--- src/include/memreq_cfg.svh ---
`ifndef MEMREQ_CFG_SVH
`define MEMREQ_CFG_SVH

// Word address, data word and tag widths
`define MEMREQ_ADDR_W 28
`define MEMREQ_DATA_W 32
`define MEMREQ_TAG_W 4

// Write-word buffer entries
`define MEMREQ_WBUF_DEPTH 8

// Opcode byte values on the byte streams
`define MEMREQ_OP_STORE 8'h01
`define MEMREQ_OP_FETCH 8'h80
`define MEMREQ_OP_WDONE 8'h02
`define MEMREQ_OP_WFAIL 8'h03
`define MEMREQ_OP_RDATA 8'h81
`define MEMREQ_OP_RFAIL 8'h82

`endif

--- src/hw/memreq_cmd_pkg.sv ---
`include "memreq_cfg.svh"

package memreq_cmd_pkg;

  // Every opcode that can appear on either byte stream
  typedef enum logic [7:0] {
    OP_NOP   = 8'h00,
    OP_STORE = `MEMREQ_OP_STORE,
    OP_WDONE = `MEMREQ_OP_WDONE,
    OP_WFAIL = `MEMREQ_OP_WFAIL,
    OP_FETCH = `MEMREQ_OP_FETCH,
    OP_RDATA = `MEMREQ_OP_RDATA,
    OP_RFAIL = `MEMREQ_OP_RFAIL
  } opcode_e;

  typedef enum logic [2:0] {
    PS_IDLE,    // Waiting for an opcode byte
    PS_HEADER,  // Length and address/tag bytes
    PS_WDATA,   // STORE payload
    PS_LAUNCH,  // Waiting for the target engine
    PS_DRAIN    // Skipping to end of packet
  } parse_state_e;

  // First byte of every response packet
  typedef enum logic [7:0] {
    RESP_WDONE = `MEMREQ_OP_WDONE,
    RESP_WFAIL = `MEMREQ_OP_WFAIL,
    RESP_RDATA = `MEMREQ_OP_RDATA,
    RESP_RFAIL = `MEMREQ_OP_RFAIL
  } resp_code_e;

endpackage

--- src/hw/memreq_mem_pkg.sv ---
`include "memreq_cfg.svh"

package memreq_mem_pkg;

  typedef logic [`MEMREQ_ADDR_W-1:0] addr_t;  // Word address
  typedef logic [`MEMREQ_DATA_W-1:0] word_t;
  typedef logic [`MEMREQ_TAG_W-1:0] tag_t;

  typedef enum logic [1:0] {
    WR_IDLE,
    WR_ISSUE,  // Waiting for a buffered word
    WR_WAIT,   // Write request outstanding
    WR_RESP    // Sending the two-byte response
  } wr_state_e;

  typedef enum logic [1:0] {
    RD_IDLE,
    RD_ISSUE,  // First cycle of a read request
    RD_WAIT,   // Read request held until ack
    RD_SEND    // Serialising header and word bytes
  } rd_state_e;

  // Owners of the memory port and the outbound stream
  typedef enum logic {
    REQ_WRITER,
    REQ_READER
  } requester_e;

endpackage

--- src/hw/cmd_parser.sv ---
module cmd_parser (
  input  logic                  bus_clock,
  input  logic                  bus_reset,
  input  logic                  s_tvalid_i,
  output logic                  s_tready_o,
  input  logic                  s_tlast_i,
  input  logic [7:0]            s_tdata_i,
  output logic                  wr_launch_o,
  output logic                  rd_launch_o,
  output memreq_mem_pkg::addr_t cmd_addr_o,
  output logic [7:0]            cmd_count_o,  // Words minus one
  output memreq_mem_pkg::tag_t  cmd_tag_o,
  input  logic                  wr_busy_i,
  input  logic                  rd_busy_i,
  output logic                  wword_valid_o,
  input  logic                  wword_ready_i,
  output logic                  wword_last_o,
  output memreq_mem_pkg::word_t wword_data_o
);

  memreq_cmd_pkg::parse_state_e state_q;
  memreq_cmd_pkg::opcode_e      op_q;
  memreq_mem_pkg::word_t        acc_q;
  memreq_mem_pkg::word_t        acc_next;
  logic                         armed_q;     // Low only in the cycle after reset
  logic [2:0]                   hdr_cnt_q;
  logic                         hdr_last_q;
  logic [1:0]                   byte_idx_q;
  logic                         in_fire;
  logic                         is_store;
  logic                         launch;
  logic                         word_done;

  assign in_fire     = s_tvalid_i && s_tready_o;
  assign is_store    = (op_q == memreq_cmd_pkg::OP_STORE);
  assign launch      = (state_q == memreq_cmd_pkg::PS_LAUNCH) &&
                       (is_store ? !wr_busy_i : !rd_busy_i);
  assign wr_launch_o = launch && is_store;
  assign rd_launch_o = launch && !is_store;
  assign word_done   = in_fire && (state_q == memreq_cmd_pkg::PS_WDATA) &&
                       (byte_idx_q == 2'd3 || s_tlast_i);

  always_comb begin
    case (state_q)
      memreq_cmd_pkg::PS_IDLE:   s_tready_o = armed_q;
      memreq_cmd_pkg::PS_HEADER: s_tready_o = 1'b1;
      memreq_cmd_pkg::PS_DRAIN:  s_tready_o = 1'b1;
      memreq_cmd_pkg::PS_WDATA:  s_tready_o = !wword_valid_o || wword_ready_i;
      default:                   s_tready_o = 1'b0;
    endcase
  end

  // Little-endian byte lane insert
  always_comb begin
    acc_next = acc_q;
    acc_next[{byte_idx_q, 3'b000} +: 8] = s_tdata_i;
  end

  always_ff @(posedge bus_clock) begin
    if (in_fire) begin
      case (state_q)
        memreq_cmd_pkg::PS_IDLE: op_q <= memreq_cmd_pkg::opcode_e'(s_tdata_i);
        memreq_cmd_pkg::PS_HEADER: begin
          case (hdr_cnt_q)
            3'd0: cmd_count_o <= s_tdata_i;
            3'd1: cmd_addr_o[7:0] <= s_tdata_i;
            3'd2: cmd_addr_o[15:8] <= s_tdata_i;
            3'd3: cmd_addr_o[23:16] <= s_tdata_i;
            default: {cmd_tag_o, cmd_addr_o[27:24]} <= s_tdata_i;  // Tag in the top nibble
          endcase
          hdr_last_q <= s_tlast_i;
        end
        memreq_cmd_pkg::PS_WDATA: acc_q <= acc_next;
        default: ;
      endcase
    end
    if (word_done) begin
      wword_data_o <= acc_next;
      wword_last_o <= s_tlast_i;
    end
  end

  always_ff @(posedge bus_clock) begin
    if (bus_reset) begin
      wword_valid_o <= 1'b0;
    end else if (word_done) begin
      wword_valid_o <= 1'b1;
    end else if (wword_ready_i) begin
      wword_valid_o <= 1'b0;
    end
  end

  always_ff @(posedge bus_clock) begin
    if (bus_reset) begin
      state_q    <= memreq_cmd_pkg::PS_IDLE;
      armed_q    <= 1'b0;
      hdr_cnt_q  <= 3'd0;
      byte_idx_q <= 2'd0;
    end else begin
      armed_q <= 1'b1;
      case (state_q)
        memreq_cmd_pkg::PS_IDLE: begin
          hdr_cnt_q <= 3'd0;
          if (in_fire && !s_tlast_i) begin
            if (s_tdata_i == memreq_cmd_pkg::OP_STORE || s_tdata_i == memreq_cmd_pkg::OP_FETCH) begin
              state_q <= memreq_cmd_pkg::PS_HEADER;
            end else begin
              state_q <= memreq_cmd_pkg::PS_DRAIN;  // NOP and unknown opcodes
            end
          end
        end
        memreq_cmd_pkg::PS_HEADER: begin
          if (in_fire) begin
            hdr_cnt_q <= hdr_cnt_q + 3'd1;
            if (hdr_cnt_q == 3'd4) begin
              state_q <= memreq_cmd_pkg::PS_LAUNCH;
            end else if (s_tlast_i) begin
              state_q <= memreq_cmd_pkg::PS_IDLE;  // Truncated header
            end
          end
        end
        memreq_cmd_pkg::PS_LAUNCH: begin
          byte_idx_q <= 2'd0;
          if (launch && is_store) begin
            state_q <= memreq_cmd_pkg::PS_WDATA;
          end else if (launch) begin
            state_q <= hdr_last_q ? memreq_cmd_pkg::PS_IDLE : memreq_cmd_pkg::PS_DRAIN;
          end
        end
        memreq_cmd_pkg::PS_WDATA: begin
          if (in_fire) begin
            byte_idx_q <= byte_idx_q + 2'd1;
            if (s_tlast_i) state_q <= memreq_cmd_pkg::PS_IDLE;
          end
        end
        default: begin
          if (in_fire && s_tlast_i) state_q <= memreq_cmd_pkg::PS_IDLE;
        end
      endcase
    end
  end

endmodule

--- src/hw/write_engine.sv ---
`include "memreq_cfg.svh"

module write_engine (
  input  logic                  bus_clock,
  input  logic                  bus_reset,
  input  logic                  wr_launch_i,
  input  memreq_mem_pkg::addr_t cmd_addr_i,
  input  logic [7:0]            cmd_count_i,
  input  memreq_mem_pkg::tag_t  cmd_tag_i,
  output logic                  wr_busy_o,
  input  logic                  wword_valid_i,
  output logic                  wword_ready_o,
  input  logic                  wword_last_i,
  input  memreq_mem_pkg::word_t wword_data_i,
  output logic                  req_o,
  output logic                  we_o,
  output memreq_mem_pkg::addr_t addr_o,
  output memreq_mem_pkg::word_t wdata_o,
  input  logic                  ack_i,
  input  logic                  err_i,
  output logic                  tx_valid_o,
  input  logic                  tx_ready_i,
  output logic                  tx_last_o,
  output logic [7:0]            tx_data_o
);

  localparam int PTR_W = $clog2(`MEMREQ_WBUF_DEPTH);

  memreq_mem_pkg::wr_state_e state_q;
  memreq_mem_pkg::word_t     buf_data [`MEMREQ_WBUF_DEPTH];
  logic                      buf_last [`MEMREQ_WBUF_DEPTH];
  logic [PTR_W:0]            wr_ptr_q;  // Extra bit tells full from empty
  logic [PTR_W:0]            rd_ptr_q;
  memreq_mem_pkg::addr_t     addr_q;
  memreq_mem_pkg::tag_t      tag_q;
  logic [7:0]                left_q;
  logic                      err_q;
  logic                      tag_sel_q;
  logic                      buf_empty;
  logic                      buf_full;
  logic                      final_word;

  assign buf_empty     = (wr_ptr_q == rd_ptr_q);
  assign buf_full      = (wr_ptr_q[PTR_W] != rd_ptr_q[PTR_W]) &&
                         (wr_ptr_q[PTR_W-1:0] == rd_ptr_q[PTR_W-1:0]);
  assign wword_ready_o = !buf_full;
  // Short payloads end on the stream's last flag
  assign final_word    = buf_last[rd_ptr_q[PTR_W-1:0]] || (left_q == 8'd0);

  // A buffered word asks for the port at once
  assign req_o     = (state_q == memreq_mem_pkg::WR_WAIT) ||
                     ((state_q == memreq_mem_pkg::WR_ISSUE) && !buf_empty);
  assign we_o      = req_o;
  assign addr_o    = addr_q;
  assign wdata_o   = buf_data[rd_ptr_q[PTR_W-1:0]];
  assign wr_busy_o = (state_q != memreq_mem_pkg::WR_IDLE);

  assign tx_valid_o = (state_q == memreq_mem_pkg::WR_RESP);
  assign tx_last_o  = tag_sel_q;
  assign tx_data_o  = tag_sel_q ? 8'(tag_q) :
                      (err_q ? memreq_cmd_pkg::RESP_WFAIL : memreq_cmd_pkg::RESP_WDONE);

  always_ff @(posedge bus_clock) begin
    if (wword_valid_i && !buf_full) begin
      buf_data[wr_ptr_q[PTR_W-1:0]] <= wword_data_i;
      buf_last[wr_ptr_q[PTR_W-1:0]] <= wword_last_i;
    end
  end

  always_ff @(posedge bus_clock) begin
    if (bus_reset) begin
      wr_ptr_q <= '0;
      rd_ptr_q <= '0;
    end else begin
      if (wword_valid_i && !buf_full) wr_ptr_q <= wr_ptr_q + 1'b1;
      if (req_o && ack_i) rd_ptr_q <= rd_ptr_q + 1'b1;
    end
  end

  always_ff @(posedge bus_clock) begin
    if (bus_reset) begin
      state_q   <= memreq_mem_pkg::WR_IDLE;
      err_q     <= 1'b0;
      tag_sel_q <= 1'b0;
    end else begin
      case (state_q)
        memreq_mem_pkg::WR_IDLE: begin
          if (wr_launch_i) begin
            addr_q  <= cmd_addr_i;
            left_q  <= cmd_count_i;
            tag_q   <= cmd_tag_i;
            err_q   <= 1'b0;
            state_q <= memreq_mem_pkg::WR_ISSUE;
          end
        end
        memreq_mem_pkg::WR_ISSUE, memreq_mem_pkg::WR_WAIT: begin
          if (req_o && ack_i) begin
            err_q   <= err_q | err_i;  // Any failed word fails the packet
            addr_q  <= addr_q + 1'b1;
            left_q  <= left_q - 8'd1;
            state_q <= final_word ? memreq_mem_pkg::WR_RESP : memreq_mem_pkg::WR_ISSUE;
          end else if (req_o) begin
            state_q <= memreq_mem_pkg::WR_WAIT;
          end
        end
        default: begin
          if (tx_ready_i) begin
            tag_sel_q <= !tag_sel_q;
            if (tag_sel_q) state_q <= memreq_mem_pkg::WR_IDLE;
          end
        end
      endcase
    end
  end

endmodule

--- src/hw/read_engine.sv ---
module read_engine (
  input  logic                  bus_clock,
  input  logic                  bus_reset,
  input  logic                  rd_launch_i,
  input  memreq_mem_pkg::addr_t cmd_addr_i,
  input  logic [7:0]            cmd_count_i,
  input  memreq_mem_pkg::tag_t  cmd_tag_i,
  output logic                  rd_busy_o,
  output logic                  req_o,
  output memreq_mem_pkg::addr_t addr_o,
  input  logic                  ack_i,
  input  memreq_mem_pkg::word_t rdata_i,
  input  logic                  err_i,
  output logic                  tx_valid_o,
  input  logic                  tx_ready_i,
  output logic                  tx_last_o,
  output logic [7:0]            tx_data_o
);

  memreq_mem_pkg::rd_state_e state_q;
  memreq_mem_pkg::addr_t     addr_q;
  memreq_mem_pkg::tag_t      tag_q;
  memreq_mem_pkg::word_t     word_q;
  logic [7:0]                left_q;
  logic                      first_q;
  logic                      fail_q;
  // 0 code, 1 tag, 4..7 word bytes
  logic [2:0]                sel_q;

  assign req_o      = (state_q == memreq_mem_pkg::RD_ISSUE) ||
                      (state_q == memreq_mem_pkg::RD_WAIT);
  assign addr_o     = addr_q;
  assign rd_busy_o  = (state_q != memreq_mem_pkg::RD_IDLE);
  assign tx_valid_o = (state_q == memreq_mem_pkg::RD_SEND);
  assign tx_last_o  = (sel_q == 3'd7) && (left_q == 8'd0);

  always_comb begin
    if (sel_q[2]) begin
      tx_data_o = word_q[{sel_q[1:0], 3'b000} +: 8];  // LSB first
    end else if (sel_q[0]) begin
      tx_data_o = 8'(tag_q);
    end else begin
      tx_data_o = fail_q ? memreq_cmd_pkg::RESP_RFAIL : memreq_cmd_pkg::RESP_RDATA;
    end
  end

  always_ff @(posedge bus_clock) begin
    if (bus_reset) begin
      state_q <= memreq_mem_pkg::RD_IDLE;
      first_q <= 1'b0;
      fail_q  <= 1'b0;
      sel_q   <= 3'd0;
    end else begin
      case (state_q)
        memreq_mem_pkg::RD_IDLE: begin
          if (rd_launch_i) begin
            addr_q  <= cmd_addr_i;
            left_q  <= cmd_count_i;
            tag_q   <= cmd_tag_i;
            first_q <= 1'b1;
            state_q <= memreq_mem_pkg::RD_ISSUE;
          end
        end
        memreq_mem_pkg::RD_ISSUE, memreq_mem_pkg::RD_WAIT: begin
          if (ack_i) begin
            word_q  <= rdata_i;
            first_q <= 1'b0;
            sel_q   <= first_q ? 3'd0 : 3'd4;  // Header only ahead of the first word
            if (first_q) fail_q <= err_i;
            state_q <= memreq_mem_pkg::RD_SEND;
          end else begin
            state_q <= memreq_mem_pkg::RD_WAIT;
          end
        end
        default: begin
          // Next read waits until this word has left
          if (tx_ready_i) begin
            if (sel_q == 3'd7) begin
              if (left_q == 8'd0) begin
                state_q <= memreq_mem_pkg::RD_IDLE;
              end else begin
                left_q  <= left_q - 8'd1;
                addr_q  <= addr_q + 1'b1;
                state_q <= memreq_mem_pkg::RD_ISSUE;
              end
            end else begin
              sel_q <= (sel_q == 3'd1) ? 3'd4 : sel_q + 3'd1;
            end
          end
        end
      endcase
    end
  end

endmodule

--- src/hw/mem_arbiter.sv ---
module mem_arbiter (
  input  logic                  bus_clock,
  input  logic                  bus_reset,
  input  logic                  wr_req_i,
  input  logic                  wr_we_i,
  input  memreq_mem_pkg::addr_t wr_addr_i,
  input  memreq_mem_pkg::word_t wr_wdata_i,
  output logic                  wr_ack_o,
  output logic                  wr_err_o,
  input  logic                  rd_req_i,
  input  memreq_mem_pkg::addr_t rd_addr_i,
  output logic                  rd_ack_o,
  output memreq_mem_pkg::word_t rd_rdata_o,
  output logic                  rd_err_o,
  output logic                  mem_req_o,
  output logic                  mem_we_o,
  output memreq_mem_pkg::addr_t mem_addr_o,
  output memreq_mem_pkg::word_t mem_wdata_o,
  input  logic                  mem_ack_i,
  input  memreq_mem_pkg::word_t mem_rdata_i,
  input  logic                  mem_err_i
);

  memreq_mem_pkg::requester_e owner_q;
  memreq_mem_pkg::requester_e sel;
  logic                       lock_q;  // Request in flight, owner frozen
  logic                       sel_wr;

  always_comb begin
    if (lock_q) sel = owner_q;
    else if (wr_req_i) sel = memreq_mem_pkg::REQ_WRITER;
    else sel = memreq_mem_pkg::REQ_READER;
  end

  assign sel_wr      = (sel == memreq_mem_pkg::REQ_WRITER);
  assign mem_req_o   = sel_wr ? wr_req_i : rd_req_i;
  assign mem_we_o    = sel_wr && wr_we_i;
  assign mem_addr_o  = sel_wr ? wr_addr_i : rd_addr_i;
  assign mem_wdata_o = wr_wdata_i;

  assign wr_ack_o   = mem_ack_i && sel_wr;
  assign wr_err_o   = mem_err_i && sel_wr;
  assign rd_ack_o   = mem_ack_i && !sel_wr;
  assign rd_err_o   = mem_err_i && !sel_wr;
  assign rd_rdata_o = mem_rdata_i;  // Only the reader takes data

  always_ff @(posedge bus_clock) begin
    if (bus_reset) begin
      lock_q  <= 1'b0;
      owner_q <= memreq_mem_pkg::REQ_WRITER;
    end else if (mem_req_o && !mem_ack_i) begin
      lock_q  <= 1'b1;
      owner_q <= sel;
    end else if (mem_ack_i) begin
      lock_q <= 1'b0;
    end
  end

endmodule

--- src/hw/resp_arbiter.sv ---
module resp_arbiter (
  input  logic       bus_clock,
  input  logic       bus_reset,
  input  logic       wr_tx_valid_i,
  output logic       wr_tx_ready_o,
  input  logic       wr_tx_last_i,
  input  logic [7:0] wr_tx_data_i,
  input  logic       rd_tx_valid_i,
  output logic       rd_tx_ready_o,
  input  logic       rd_tx_last_i,
  input  logic [7:0] rd_tx_data_i,
  output logic       m_tvalid_o,
  input  logic       m_tready_i,
  output logic       m_tlast_o,
  output logic [7:0] m_tdata_o
);

  memreq_mem_pkg::requester_e grant_q;
  memreq_mem_pkg::requester_e sel;
  logic                       active_q;  // Packet under way
  logic                       sel_wr;

  // Fresh pick only between packets, writer first
  always_comb begin
    if (active_q) sel = grant_q;
    else if (wr_tx_valid_i) sel = memreq_mem_pkg::REQ_WRITER;
    else sel = memreq_mem_pkg::REQ_READER;
  end

  assign sel_wr        = (sel == memreq_mem_pkg::REQ_WRITER);
  assign m_tvalid_o    = sel_wr ? wr_tx_valid_i : rd_tx_valid_i;
  assign m_tlast_o     = sel_wr ? wr_tx_last_i : rd_tx_last_i;
  assign m_tdata_o     = sel_wr ? wr_tx_data_i : rd_tx_data_i;
  assign wr_tx_ready_o = m_tready_i && sel_wr;
  assign rd_tx_ready_o = m_tready_i && !sel_wr;

  always_ff @(posedge bus_clock) begin
    if (bus_reset) begin
      active_q <= 1'b0;
      grant_q  <= memreq_mem_pkg::REQ_WRITER;
    end else if (m_tvalid_o && m_tready_i && m_tlast_o) begin
      active_q <= 1'b0;
    end else if (m_tvalid_o) begin
      active_q <= 1'b1;  // Locks even a byte not yet taken
      grant_q  <= sel;
    end
  end

endmodule

--- src/hw/memreq_top.sv ---
module memreq_top (
  input  logic                  bus_clock,
  input  logic                  bus_reset,
  input  logic                  s_tvalid_i,
  output logic                  s_tready_o,
  input  logic                  s_tlast_i,
  input  logic [7:0]            s_tdata_i,
  output logic                  m_tvalid_o,
  input  logic                  m_tready_i,
  output logic                  m_tlast_o,
  output logic [7:0]            m_tdata_o,
  output logic                  mem_req_o,
  output logic                  mem_we_o,
  output memreq_mem_pkg::addr_t mem_addr_o,
  output memreq_mem_pkg::word_t mem_wdata_o,
  input  logic                  mem_ack_i,
  input  memreq_mem_pkg::word_t mem_rdata_i,
  input  logic                  mem_err_i
);

  // Parser to engines
  logic                  wr_launch, rd_launch, wr_busy, rd_busy;
  memreq_mem_pkg::addr_t cmd_addr;
  logic [7:0]            cmd_count;
  memreq_mem_pkg::tag_t  cmd_tag;
  logic                  wword_valid, wword_ready, wword_last;
  memreq_mem_pkg::word_t wword_data;

  // Engines to memory port
  logic                  wr_req, wr_we, wr_ack, wr_err;
  logic                  rd_req, rd_ack, rd_err;
  memreq_mem_pkg::addr_t wr_addr, rd_addr;
  memreq_mem_pkg::word_t wr_wdata, rd_rdata;

  // Engines to outbound stream
  logic                  wr_tx_valid, wr_tx_ready, wr_tx_last;
  logic                  rd_tx_valid, rd_tx_ready, rd_tx_last;
  logic [7:0]            wr_tx_data, rd_tx_data;

  cmd_parser i_cmd_parser (
    .bus_clock, .bus_reset, .s_tvalid_i, .s_tready_o, .s_tlast_i, .s_tdata_i,
    .wr_launch_o(wr_launch), .rd_launch_o(rd_launch), .cmd_addr_o(cmd_addr),
    .cmd_count_o(cmd_count), .cmd_tag_o(cmd_tag), .wr_busy_i(wr_busy), .rd_busy_i(rd_busy),
    .wword_valid_o(wword_valid), .wword_ready_i(wword_ready),
    .wword_last_o(wword_last), .wword_data_o(wword_data)
  );

  write_engine i_write_engine (
    .bus_clock, .bus_reset, .wr_launch_i(wr_launch), .cmd_addr_i(cmd_addr),
    .cmd_count_i(cmd_count), .cmd_tag_i(cmd_tag), .wr_busy_o(wr_busy),
    .wword_valid_i(wword_valid), .wword_ready_o(wword_ready),
    .wword_last_i(wword_last), .wword_data_i(wword_data),
    .req_o(wr_req), .we_o(wr_we), .addr_o(wr_addr), .wdata_o(wr_wdata),
    .ack_i(wr_ack), .err_i(wr_err), .tx_valid_o(wr_tx_valid), .tx_ready_i(wr_tx_ready),
    .tx_last_o(wr_tx_last), .tx_data_o(wr_tx_data)
  );

  read_engine i_read_engine (
    .bus_clock, .bus_reset, .rd_launch_i(rd_launch), .cmd_addr_i(cmd_addr),
    .cmd_count_i(cmd_count), .cmd_tag_i(cmd_tag), .rd_busy_o(rd_busy),
    .req_o(rd_req), .addr_o(rd_addr), .ack_i(rd_ack), .rdata_i(rd_rdata), .err_i(rd_err),
    .tx_valid_o(rd_tx_valid), .tx_ready_i(rd_tx_ready),
    .tx_last_o(rd_tx_last), .tx_data_o(rd_tx_data)
  );

  mem_arbiter i_mem_arbiter (
    .bus_clock, .bus_reset,
    .wr_req_i(wr_req), .wr_we_i(wr_we), .wr_addr_i(wr_addr), .wr_wdata_i(wr_wdata),
    .wr_ack_o(wr_ack), .wr_err_o(wr_err),
    .rd_req_i(rd_req), .rd_addr_i(rd_addr), .rd_ack_o(rd_ack),
    .rd_rdata_o(rd_rdata), .rd_err_o(rd_err),
    .mem_req_o, .mem_we_o, .mem_addr_o, .mem_wdata_o, .mem_ack_i, .mem_rdata_i, .mem_err_i
  );

  resp_arbiter i_resp_arbiter (
    .bus_clock, .bus_reset,
    .wr_tx_valid_i(wr_tx_valid), .wr_tx_ready_o(wr_tx_ready),
    .wr_tx_last_i(wr_tx_last), .wr_tx_data_i(wr_tx_data),
    .rd_tx_valid_i(rd_tx_valid), .rd_tx_ready_o(rd_tx_ready),
    .rd_tx_last_i(rd_tx_last), .rd_tx_data_i(rd_tx_data),
    .m_tvalid_o, .m_tready_i, .m_tlast_o, .m_tdata_o
  );

endmodule

--- config.mk ---
export PLATFORM = sky130hd
export DESIGN_NAME = memreq_top
export DESIGN_NICKNAME = d
export VERILOG_FILES = /design/src/hw/memreq_cmd_pkg.sv /design/src/hw/memreq_mem_pkg.sv /design/src/hw/cmd_parser.sv /design/src/hw/write_engine.sv /design/src/hw/read_engine.sv /design/src/hw/mem_arbiter.sv /design/src/hw/resp_arbiter.sv /design/src/hw/memreq_top.sv
export VERILOG_INCLUDE_DIRS = /design/src /design/src/include
export SDC_FILE = /design/constraint.sdc
export NUM_CORES = 1
export LEC_CHECK = 0
export BUFFER_PORTS_ARGS = -buffer_cell sky130_fd_sc_hd__buf_2
export CAP_MARGIN = 20
export CORE_ASPECT_RATIO = 0.7
export CORE_MARGIN = 8
export CORE_UTILIZATION = 55
export DETAILED_ROUTE_END_ITERATION = 8
export GPL_TIMING_DRIVEN = 1
export PLACE_DENSITY = 0.71
export SLEW_MARGIN = 20
export SYNTH_ARGS = -nofsm -noshare
export SYNTH_HDL_FRONTEND = slang
export SYNTH_SLANG_ARGS = --single-unit
--- constraint.sdc ---
create_clock -name bus_clock -period 7.25 [get_ports bus_clock]
set_clock_uncertainty 0.05 [all_clocks]
set_input_delay 1.0875 -clock bus_clock [delete_from_list [all_inputs] [get_ports bus_clock]]
set_output_delay 1.0875 -clock bus_clock [all_outputs]
set_load 0.01 [all_outputs]
### Word level (Yosys, flattened, before mapping)

Memory sizes are Yosys's and may differ from the RTL's. A register that Yosys moved wholly into a read port is not among the register bits.
Index checks and enable logic that the tools add are counted.

| word-level totals | value |
|---|---|
| register bits after elaboration | 259 |
| memories kept | 2 |
| word-level logic and storage cells | 268 |
| bits in writable memories | 264 |

Memories:

| name | words | bits a word | read ports | clocked after Yosys merged registers in | write ports | line | RTL |
|---|---|---|---|---|---|---|---|
| i_write_engine.buf_data | 8 | 32 | 1 | 1 | 1 | write_engine.sv:30 | `` memreq_mem_pkg::word_t buf_data [`MEMREQ_WBUF_DEPTH]; `` |
| i_write_engine.buf_last | 8 | 1 | 1 | 1 | 1 | write_engine.sv:31 | `` logic buf_last [`MEMREQ_WBUF_DEPTH]; `` |

| cells by class | value |
|---|---|
| bitwise operators | 9 |
| reductions and logical operators | 89 |
| shift operators | 3 |
| equal/unequal tests | 35 |
| multiplexer cells | 84 |
| $add $sub $neg | 10 |

Operator list:

| operator | number |
|---|---|
| $mux 28 | 7 |
| $pmux 28 s2 | 2 |
| $mux 8 | 10 |
| $mux 3 | 20 |
| $add 28x1->28 const B | 2 |
| $reduce_and 3->1 | 12 |
| $bwmux 32 | 1 |
| $pmux 8 s2 | 2 |
| $shift 8x7->32 const A | 1 |
| $shiftx 32x6->8 | 1 |
| $shiftx 8x7->32 | 1 |
| $logic_and 1x1->1 | 23 |
| $mux 1 | 22 |
| $mux 2 | 11 |
| $reduce_bool 2->1 | 10 |
| $eq 8x1->1 const B | 2 |
| $logic_not 8->1 | 2 |
| $sub 8x1->8 const B | 2 |
| $reduce_and 2->1 | 7 |
| $eq 3x2->1 const B | 4 |
| $pmux 2 s2 | 3 |
| $pmux 3 s2 | 2 |
| $pmux 3 s4 | 1 |
| $reduce_and 4->1 | 3 |
| 30 further kinds | 79 |

### Depth between registers and ports, before layout

Gate-level depths: netlist of the first run.

| depth | value |
|---|---|
| depth after elaboration | 11 |
| mapped depth | 9 |
| mapped depth without buffers | 7 |

### Cells and area by module

From an unflattened synthesis of the first run, not the netlist that was laid out.

| unflattened totals | value |
|---|---|
| cell total of the unflattened synthesis | 1,541 |
| area, all modules | 23,248.5 um2 |

By module, submodules not included:

| module | cells an instance | times used | area an instance (um2) |
|---|---|---|---|
| write_engine | 725 | 1 | 13,133.8 |
| cmd_parser | 322 | 1 | 4,769.6 |
| read_engine | 351 | 1 | 4,017.6 |
| mem_arbiter | 114 | 1 | 1,068.5 |
| resp_arbiter | 29 | 1 | 259.0 |

### Worst setup path after synthesis of the first run

OpenSTA, ideal clock, no wires.

| path | value |
|---|---|
| path kind | in2reg |
| start | in bus_reset |
| end | reg i_read_engine.addr_q[0] (netlist: i_read_engine.addr_o[0]) (enable) |
| stages | 3 |
| path slack | 1.670 ns |
| setup time | 0.519 ns |
| arrival time | 5.011 ns |
| buffers on the path | 2 |
| data required time | 6.681 ns |
| cells stage by stage | clkbuf_1 > clkbuf_1 > nor4_1 |

| between the ends | value |
|---|---|
| cells in the longest elaborated chain, start to end | 2 |

Ends and longest elaborated chain:

| element | line | RTL |
|---|---|---|
| start: declaration | memreq_top.sv:3 | `input logic bus_reset,` |
| $not 1->1 (no line) | -- |  |
| $reduce_and 6->1 (no line) | -- |  |
| end signal: assignment | read_engine.sv:57 | `addr_q <= cmd_addr_i;` |
| end signal: assignment | read_engine.sv:83 | `addr_q <= addr_q + 1'b1;` |
| end: declaration | read_engine.sv:21 | `memreq_mem_pkg::addr_t addr_q;` |

Every way passes these cells.
A chain may end at the register's enable or synchronous reset.

==> summary.md, run 1 <==
The number of nets in the finished design was 1690. Summed over all layers, the global routing overflow is 0. The horizontal die dimension is 256 um, and the first-pass GRT wire length is 74.3 mm. The floorplan has 61 rows. The via count of the first global-routing pass was 12800; the number of optimization iterations in the first detailed-route pass was 5. The flow ran to the end, and the final reports show no timing, DRC or antenna violations. The via count was 12900; the layout cell share with drive strength beyond 1 was 0.217.

The most common cell in the synthesized netlist is edfxtp_1. The final-report max-slew violation count was 0; the via-per-instance ratio was 5.88. Summing all placed instances gives a cell area of 23500 um^2.

In this run the remaining antenna-violating nets after routing total 0. Synthesis produced a netlist with a net count of 1560. At the worst endpoint, the required time is 6110 ps. The top cell type's share of synthesized area was 0.662. The die is 184 um tall.

The critical path is of the reg -> out type. The layer flagged by global routing as most heavily used is met1. In this run, the number of DRC markers left after iteration 0 of detailed routing was 1026. The worst register-to-register path ends at i_write_engine.state_q[1]$_SDFFE_PP0P_. The total routing resource utilization after global routing came out at 0.201. The share of the clock period used by the worst path after layout was 0.583; the post-synthesis area per instance was 14.9 um^2. Ranked by total cell area, the synthesized netlist is headed by edfxtp_1 66%, mux4_2 7.5%, dfxtp_1 3.2%, nand2_1 3.1%, o21ai_0 1.9%. Yosys printed 0 warnings. The placeable core region was 39800 um^2; the pin count of the biggest net entering global routing was 75. In this run, synthesis produced a sequential element count of 526.

Data on the critical path arrives at its endpoint at 3090 ps. The tools report the starting utilization of the core area as 0.559. The worst relative slew slack came out at 0.343. Counting the buffers created by CTS gives 49. The HPWL after detailed placement is 29.6 mm. In this run the count of I/O pins placed on the die edge is 120. For the met2 usage in global routing, the log shows 0.300. Once the clock tree was built, the resizer swapped 0 gates to a different size. Endpoint of the worst hold-timing path: i_write_engine.err_q$_SDFFE_PP0P_. Power spread over the standard cell area amounts to 255 nW/um^2. Setup repair after global routing left no endpoint under its margin. The number of setup buffers added after CTS is 0. Counting instances in the post-synthesis netlist gives the leading cell types as 490 x edfxtp_1, 183 x nand2_1, 84 x o21ai_0.

0 antenna diodes ended up in the layout. The maximum number of buffers from clock root to sink was 3. For the final standard cell count with taps included and fillers excluded, the log shows 2192. In this run, distinct cell masters in the synthesized netlist total 71. The post-synthesis async set-or-reset flop share was 0.

The startpoint identified for the worst hold timing path is i_write_engine.err_q$_SDFFE_PP0P_. The number of maximum-capacitance constraint violations was 0; the clock slew seen by the registers of the worst setup and hold paths was 60 ps. Counting cells, the worst reg-to-reg path comes to 5. For the final routed database, the setup TNS stands at 0 ps.

For flop-to-flop paths, the worst setup slack is 3860 ps. The upper clock frequency limit was 236 MHz; the worst vdd rail ir drop was 0.193 mV. edfxtp_1 takes more of the synthesized area than any other cell. The area of the mapped netlist is 22200 um^2, and the cell depth of the worst hold path is 1. TritonCTS built the clock tree. Walking the worst path, the cells encountered are buf_4, mux4_2, mux2_2, buf_2. The hold violation total from the final report was 0; the met1 routing resource usage after global routing was 0.303. The tools report the synthesized instance count as 1487. The worst path in the final design needs a cycle of 4230 ps, including I/O delays and setup. Hold repair after CTS inserted 0 buffers. The weighted congestion reported at the end of routability-driven placement was 0.802. The clock net in this run drives a total of 526 sinks. The logs give 2 for the depth of the CTS H-tree and 0 for the count of endpoints failing setup in the final report.

The clock insertion delay at the later pin of the skew report is 580 ps, and the layout overhead on the synthesized area is 13.3%. The tools report the placed cell count as 2099. The slowest stage of the critical path belongs to the cell dfxtp_4. The actual transition at the worst max-transition pin works out to 986 ps.

The run gives 0.695 as the register area share after synthesis. The final routed wire length divided by cell count was 21.9 um. The floorplan step defined a die boundary enclosing 47200 um^2.

Input and output buffers added on the ports amount to 119. The main flop type after synthesis was edfxtp_1. The tools report the endpoint class of the critical path as an output pin. The run gives 25200 um^2 as the final standard cell area without fillers. Classification of the worst-slack hold path: reg -> reg.

The synthesized design contains 490 enable-type register cells. In the routed design, unresolved DRC markers number 0. For this design the static power due to leakage is 7.95 nW. The largest single stage delay on the critical path is 740 ps. Buffer cell driving the clock tree root: clkbuf_16. STA classifies the critical path startpoint as a flip-flop. For this block, the routed nets add up to 48.1 mm of wire. The tools report the number of antenna violations at the first check in global routing as 1. The maximum fanout along the worst path works out to 38. The met3 demand-to-capacity share in global routing was 0.0399.
-- per-stage QoR --
| stage | util | hold WS, ps | setup WS (ps) | power [mW] |
|---|---|---|---|---|
| after floorplan | - | 371 | 1670 | 3.69 |
| after global placement | 0.590 | 408 | 3450 | 3.81 |
| after detailed placement | 0.590 | 395 | 3340 | 3.83 |
| after CTS | 0.632 | 435 | 2900 | 6.45 |
| after global routing | 0.633 | 449 | 2760 | 6.61 |
| final | 0.633 | 430 | 3020 | 6.41 |
-- sequential cells by signal, indices dropped and copies added (netlist names), 8 cells and up, named ones only --
| register | cells |
|---|---|
| i_write_engine.buf_data | 256 |
| i_cmd_parser.acc_q | 32 |
| i_cmd_parser.wword_data_o | 32 |
| i_read_engine.word_q | 32 |
| i_cmd_parser.cmd_addr_o | 28 |
| i_read_engine.addr_o | 28 |
| i_write_engine.addr_o | 28 |
| i_cmd_parser.cmd_count_o | 8 |
| i_cmd_parser.op_q | 8 |
| i_read_engine.left_q | 8 |
| i_write_engine.buf_last | 8 |
| i_write_engine.left_q | 8 |
-- layout by cell type (no fill, tap or decap), drive strengths merged, types with 7 or more instances in the layout --
master,Yosys,routed
a21oi,56,56
and2,11,11
and3,12,12
buf,20,142
bufinv,0,8
clkbuf,43,53
clkinv,1,26
dfxtp,36,36
edfxtp,490,490
ha,26,26
inv,65,68
mux2,36,36
mux2i,11,11
mux4,74,74
nand2,183,183
nand2b,7,7
nand3,31,31
nand4,20,20
nor2,81,81
nor3,26,26
nor3b,7,7
nor4,12,12
o21ai,86,86
or3,7,7
xnor2,37,37
xor2,37,37
-- report_power, final --
part           switching [mW]  leakage [nW]  internal (mW)  total [mW]
Clock                    1.12         0.804           1.53        2.65
Sequential             0.0400          4.20           3.35        3.39
Combinational           0.245          2.94          0.128       0.373
-- final cells by class --
class	instances	area, um^2
clock buffer	53	1240
inverter	66	248
timing repair buffer	142	808
tap	535	669
multi-input combinational	832	6360
sequential	526	15400
clock inverter	38	407
fill	2857	14600
-- cell families after synthesis --
family                     share of synthesized area
DFF                                            0.695
and+or+nand+nor                               0.0911
AOI/OAI and AO/OA                             0.0490
buffers and inverters                         0.0232
muxes                                         0.0982
xor gates and xnor gates                      0.0292
adders and majority gates                     0.0146
-- metal layers --
metal	up-vias	part of all wire
li1	5883	-
met1	6480	0.46
met2	442	0.45
met3	73	0.074
met4	2	0.019
met5	-	0.00017
-- worst max-delay path: cells and delay by family, from the launching register on --
| kind | cells | cell delay [ps] |
|---|---|---|
| multiplexers | 2 | 880 |
| flip-flops | 1 | 740 |
| buffers and inverters | 2 | 860 |
-- worst max-delay path by stage --
stage	startpoint	endpoint	slack, ps	cells after the start
after floorplan	bus_reset	i_read_engine.addr_o[0]$_DFFE_PP_	1670	3
after global placement	s_tvalid_i	i_cmd_parser.wword_data_o[23]$_DFFE_PP_	3450	6
after detailed placement	s_tvalid_i	i_cmd_parser.wword_data_o[25]$_DFFE_PP_	3340	6
after CTS	flip-flop	mem_wdata_o[31]	2900	4
after global routing	flip-flop	mem_wdata_o[25]	2760	4
final	flip-flop	mem_wdata_o[25]	3020	4
Note: power is estimated with default switching activity, not from simulation.
==> run 2, diff against run 1 <==
==> constraint.sdc (replaced) <==
create_clock -name bus_clock -period 4.2 [get_ports bus_clock]
set_clock_uncertainty 0.05 [all_clocks]
set_input_delay 0.63 -clock bus_clock [delete_from_list [all_inputs] [get_ports bus_clock]]
set_output_delay 0.63 -clock bus_clock [all_outputs]
set_load 0.01 [all_outputs]
==> summary.md, run 2 (synthesis gave the netlist of run 1 again) <==
The run finished with clean final reports. The run gives 1220 ps (-2640 ps) as the worst-case register-to-register setup slack. The logs give 0 (unchanged) for the hold buffer count at cts and 0.559 (unchanged) for the starting utilization of the core area. For the overall overflow remaining after global route, the log shows 0 (unchanged). Actual transition at the worst max-transition pin: 1090 ps (+108 ps).

TritonCTS sink count: 526 (unchanged). The final routed wire length divided by cell count works out to 21.8 um (-0.64%). Setup repair after global routing left no endpoint under its margin.

The clock slew seen by the registers of the worst setup and hold paths was 60 ps (about the same). The power per cell area works out to 433 nW/um^2 (+70%). The placed cell count was 2103 (+0.19%). The cell depth of the worst hold path was 1 (unchanged). The register share of total power is 0.537 (+0.008), and the number of nets in the finished design is 1691 (+0.059%). The count of cells along the worst register-to-register path came out at 4 (-1). The run gives 48 (-2.0%) as the number of clock buffers inserted by TritonCTS. The endpoint identified for the worst register-to-register timing path is i_write_engine.state_q[1]$_SDFFE_PP0P_. For the number of antenna diodes, the log shows 0 (unchanged). The library cell used most frequently in the layout, excluding fill and tap cells, is edfxtp_1. The number of optimization iterations in the first detailed-route pass came out at 5 (unchanged).

TritonCTS built the clock tree. Endpoint of the worst hold-timing path: i_read_engine.word_q[1]$_DFFE_PP_. The number of filler cells placed in the layout came out at 2875 (+0.63%). The data arrival time at the worst-slack endpoint is 2800 ps (-290 ps), and the required arrival time at the worst endpoint is 3520 ps (-2590 ps). Start-to-end type of the worst setup path: reg -> out. The total die area was 47200 um^2 (unchanged). The switching share of power is 0.218 (-0.000985), and the count of endpoints failing setup in the final report is 0 (unchanged). Post-CTS resize count: 0 (unchanged).

The number of design rule violations left after detail routing was 0 (unchanged); the residual antenna-violating net count after detailed routing was 0 (unchanged). The final standard cell count with taps included and fillers excluded was 2193 (+0.046%). Relative to the synthesized area, the layout overhead comes to 13.0%. The hold violation total from the final report was 0 (unchanged); the number of maximum-capacitance constraint violations was 0 (unchanged).

For the number of top-level pins, the log shows 120 (unchanged). The worst setup path is captured at an output pin. The tools report the half-perimeter wire length of the detailed placement result as 29.8 mm (+0.49%). The maximum number of buffers from clock root to sink was 3 (unchanged). The run gives 39800 um^2 (unchanged) as the placeable core region.

CTS placed an instance of clkbuf_16 at the clock tree root. The maximum fanout along the worst path came out at 27 (-29%). The hold path startpoint is mem_rdata_i[1]. The overall die height is 184 um (unchanged), and the worst slack on hold paths is 181 ps (-248 ps). STA classifies the critical path startpoint as a flip-flop.

In the layout the commonest cells are 490 x edfxtp_1, 183 x nand2_1, 119 x buf_2. The via count is 12800 (-0.41%), and the first-pass GRT wire length is 73.5 mm (-1.1%). The run gives 0.411 mV (+110%) as the worst vdd rail ir drop. The horizontal die dimension came out at 256 um (unchanged). The tools report the proportion of power drawn by combinational gates as 0.061 (+0.003). The number of antenna violations at the first check in global routing was 2 (+1); the final routed wirelength across all metal layers was 47.8 mm (-0.59%).

Final setup TNS: 0 ps (unchanged). The number of setup buffers added after CTS is 0 (unchanged), and the net switching power is 2.37 mW (+69%). Leakage component of the power: 7.93 nW (-0.21%).

Share of the clock period used by the worst path after layout: 0.828. The logs give 0.870 (+8.4%) for the weighted congestion reported at the end of routability-driven placement and 0 (unchanged) for the final-report max-slew violation count. The via-per-instance ratio came out at 5.85 (-0.46%). The classification of the worst-slack hold path is in -> reg.

The overall power is 10.9 mW (+70%), and the total routing resource utilization after global routing is 0.200 (-0.00143). The internal power contribution came out at 8.50 mW (+70%). The tools report the cell row count as 61 (unchanged). The tools report the worst relative slew slack as 0.271 (-0.0717).

Static timing analysis puts the maximum clock frequency at 288 MHz. The number of flip-flops in the largest register works out to 256 (unchanged). Clock insertion delay at the later pin of the skew report: 570 ps (about the same).

The via count of the first global-routing pass is 12300 (-4.2%), and the depth of the CTS H-tree is 2 (unchanged). The pin count of the biggest net entering global routing was 75 (unchanged); the count of input and output buffers was 119 (unchanged). The final critical path time including I/O delays and setup works out to 3480 ps.

The violation count after the first detailed-route iteration is 1074 (+4.7%). Layout cell share with drive strength beyond 1: 0.218 (+0.00168). The relative contribution of the clock network to total power is 0.401 (-0.012).
[run 2: cell count changes in the layout (fill, tap and decap cells not counted), sizes merged]
cell,change
clkbuf,+9
clkinv,-5
bufinv,-3
buf,+2
clkinvlp,-2
[run 2: how the worst max path moves through the flow]
| stage | startpoint | endpoint | slack [ps] | cells after the start |
|---|---|---|---|---|
| floorplan | i_write_engine.wr_ptr_q[2]$_SDFFE_PP0P_ | i_cmd_parser.wword_data_o[0]$_DFFE_PP_ | 20 | 6 |
| global placement | flip-flop | i_write_engine.state_q[1]$_SDFFE_PP0P_ | 1260 | 4 |
| detailed placement | flip-flop | i_write_engine.state_q[1]$_SDFFE_PP0P_ | 1130 | 4 |
| CTS | i_write_engine.wr_ptr_q[2]$_SDFFE_PP0P_ | mem_addr_o[13] | 720 | 6 |
| global route | i_write_engine.wr_ptr_q[2]$_SDFFE_PP0P_ | mem_addr_o[15] | 550 | 6 |
| finish | i_write_engine.wr_ptr_q[2]$_SDFFE_PP0P_ | mem_addr_o[5] | 720 | 6 |
[run 2: power groups by stage]
stage               sequential (mW)  clock, mW  combinational, mW
floorplan                      5.93          0              0.430
CTS                            5.84       4.44              0.668
global placement               5.95          0              0.652
finish                         5.84       4.36              0.665
global route                   5.85       4.64              0.738
detailed placement             5.95          0              0.667
[run 2: metal layers]
| layer | vias up | GRT usage | wire length [um] |
|---|---|---|---|
| met1 | 6414 | 0.304 | 21500 |
| met3 | 57 | 0.0346 | 3840 |
| met4 | 2 | 0.0436 | 767 |
| met2 | 465 | 0.301 | 21600 |
| li1 | 5889 | - | - |
| met5 | - | 0 | 13 |
[run 2: final cells by class]
class                      count  area (um^2)  area share
inverter                      66          248     0.00987
timing repair buffer         144          821      0.0327
multi-input combinational    832         6360       0.253
tap                          535          669      0.0267
clock inverter                28          273      0.0109
clock buffer                  62         1290      0.0516
sequential                   526        15400       0.615
[run 2: worst max-delay path, stage by stage, from the launching register on]
cell	delay [ps]
dfxtp_1	610
xnor2_1	170
a41oi_1	460
or2_2	590
nand2_1	100
nand2_1	120
buf_2	150
[run 2: through the flow]
step / util / cell area (um^2) / setup slack, ps
finish: 0.631 / 25100 / 724
global route: 0.631 / 25100 / 546
CTS: 0.631 / 25100 / 722
detailed placement: 0.592 / 23500 / 1130
global placement: 0.592 / 23500 / 1260
floorplan: - / 22200 / 18.3
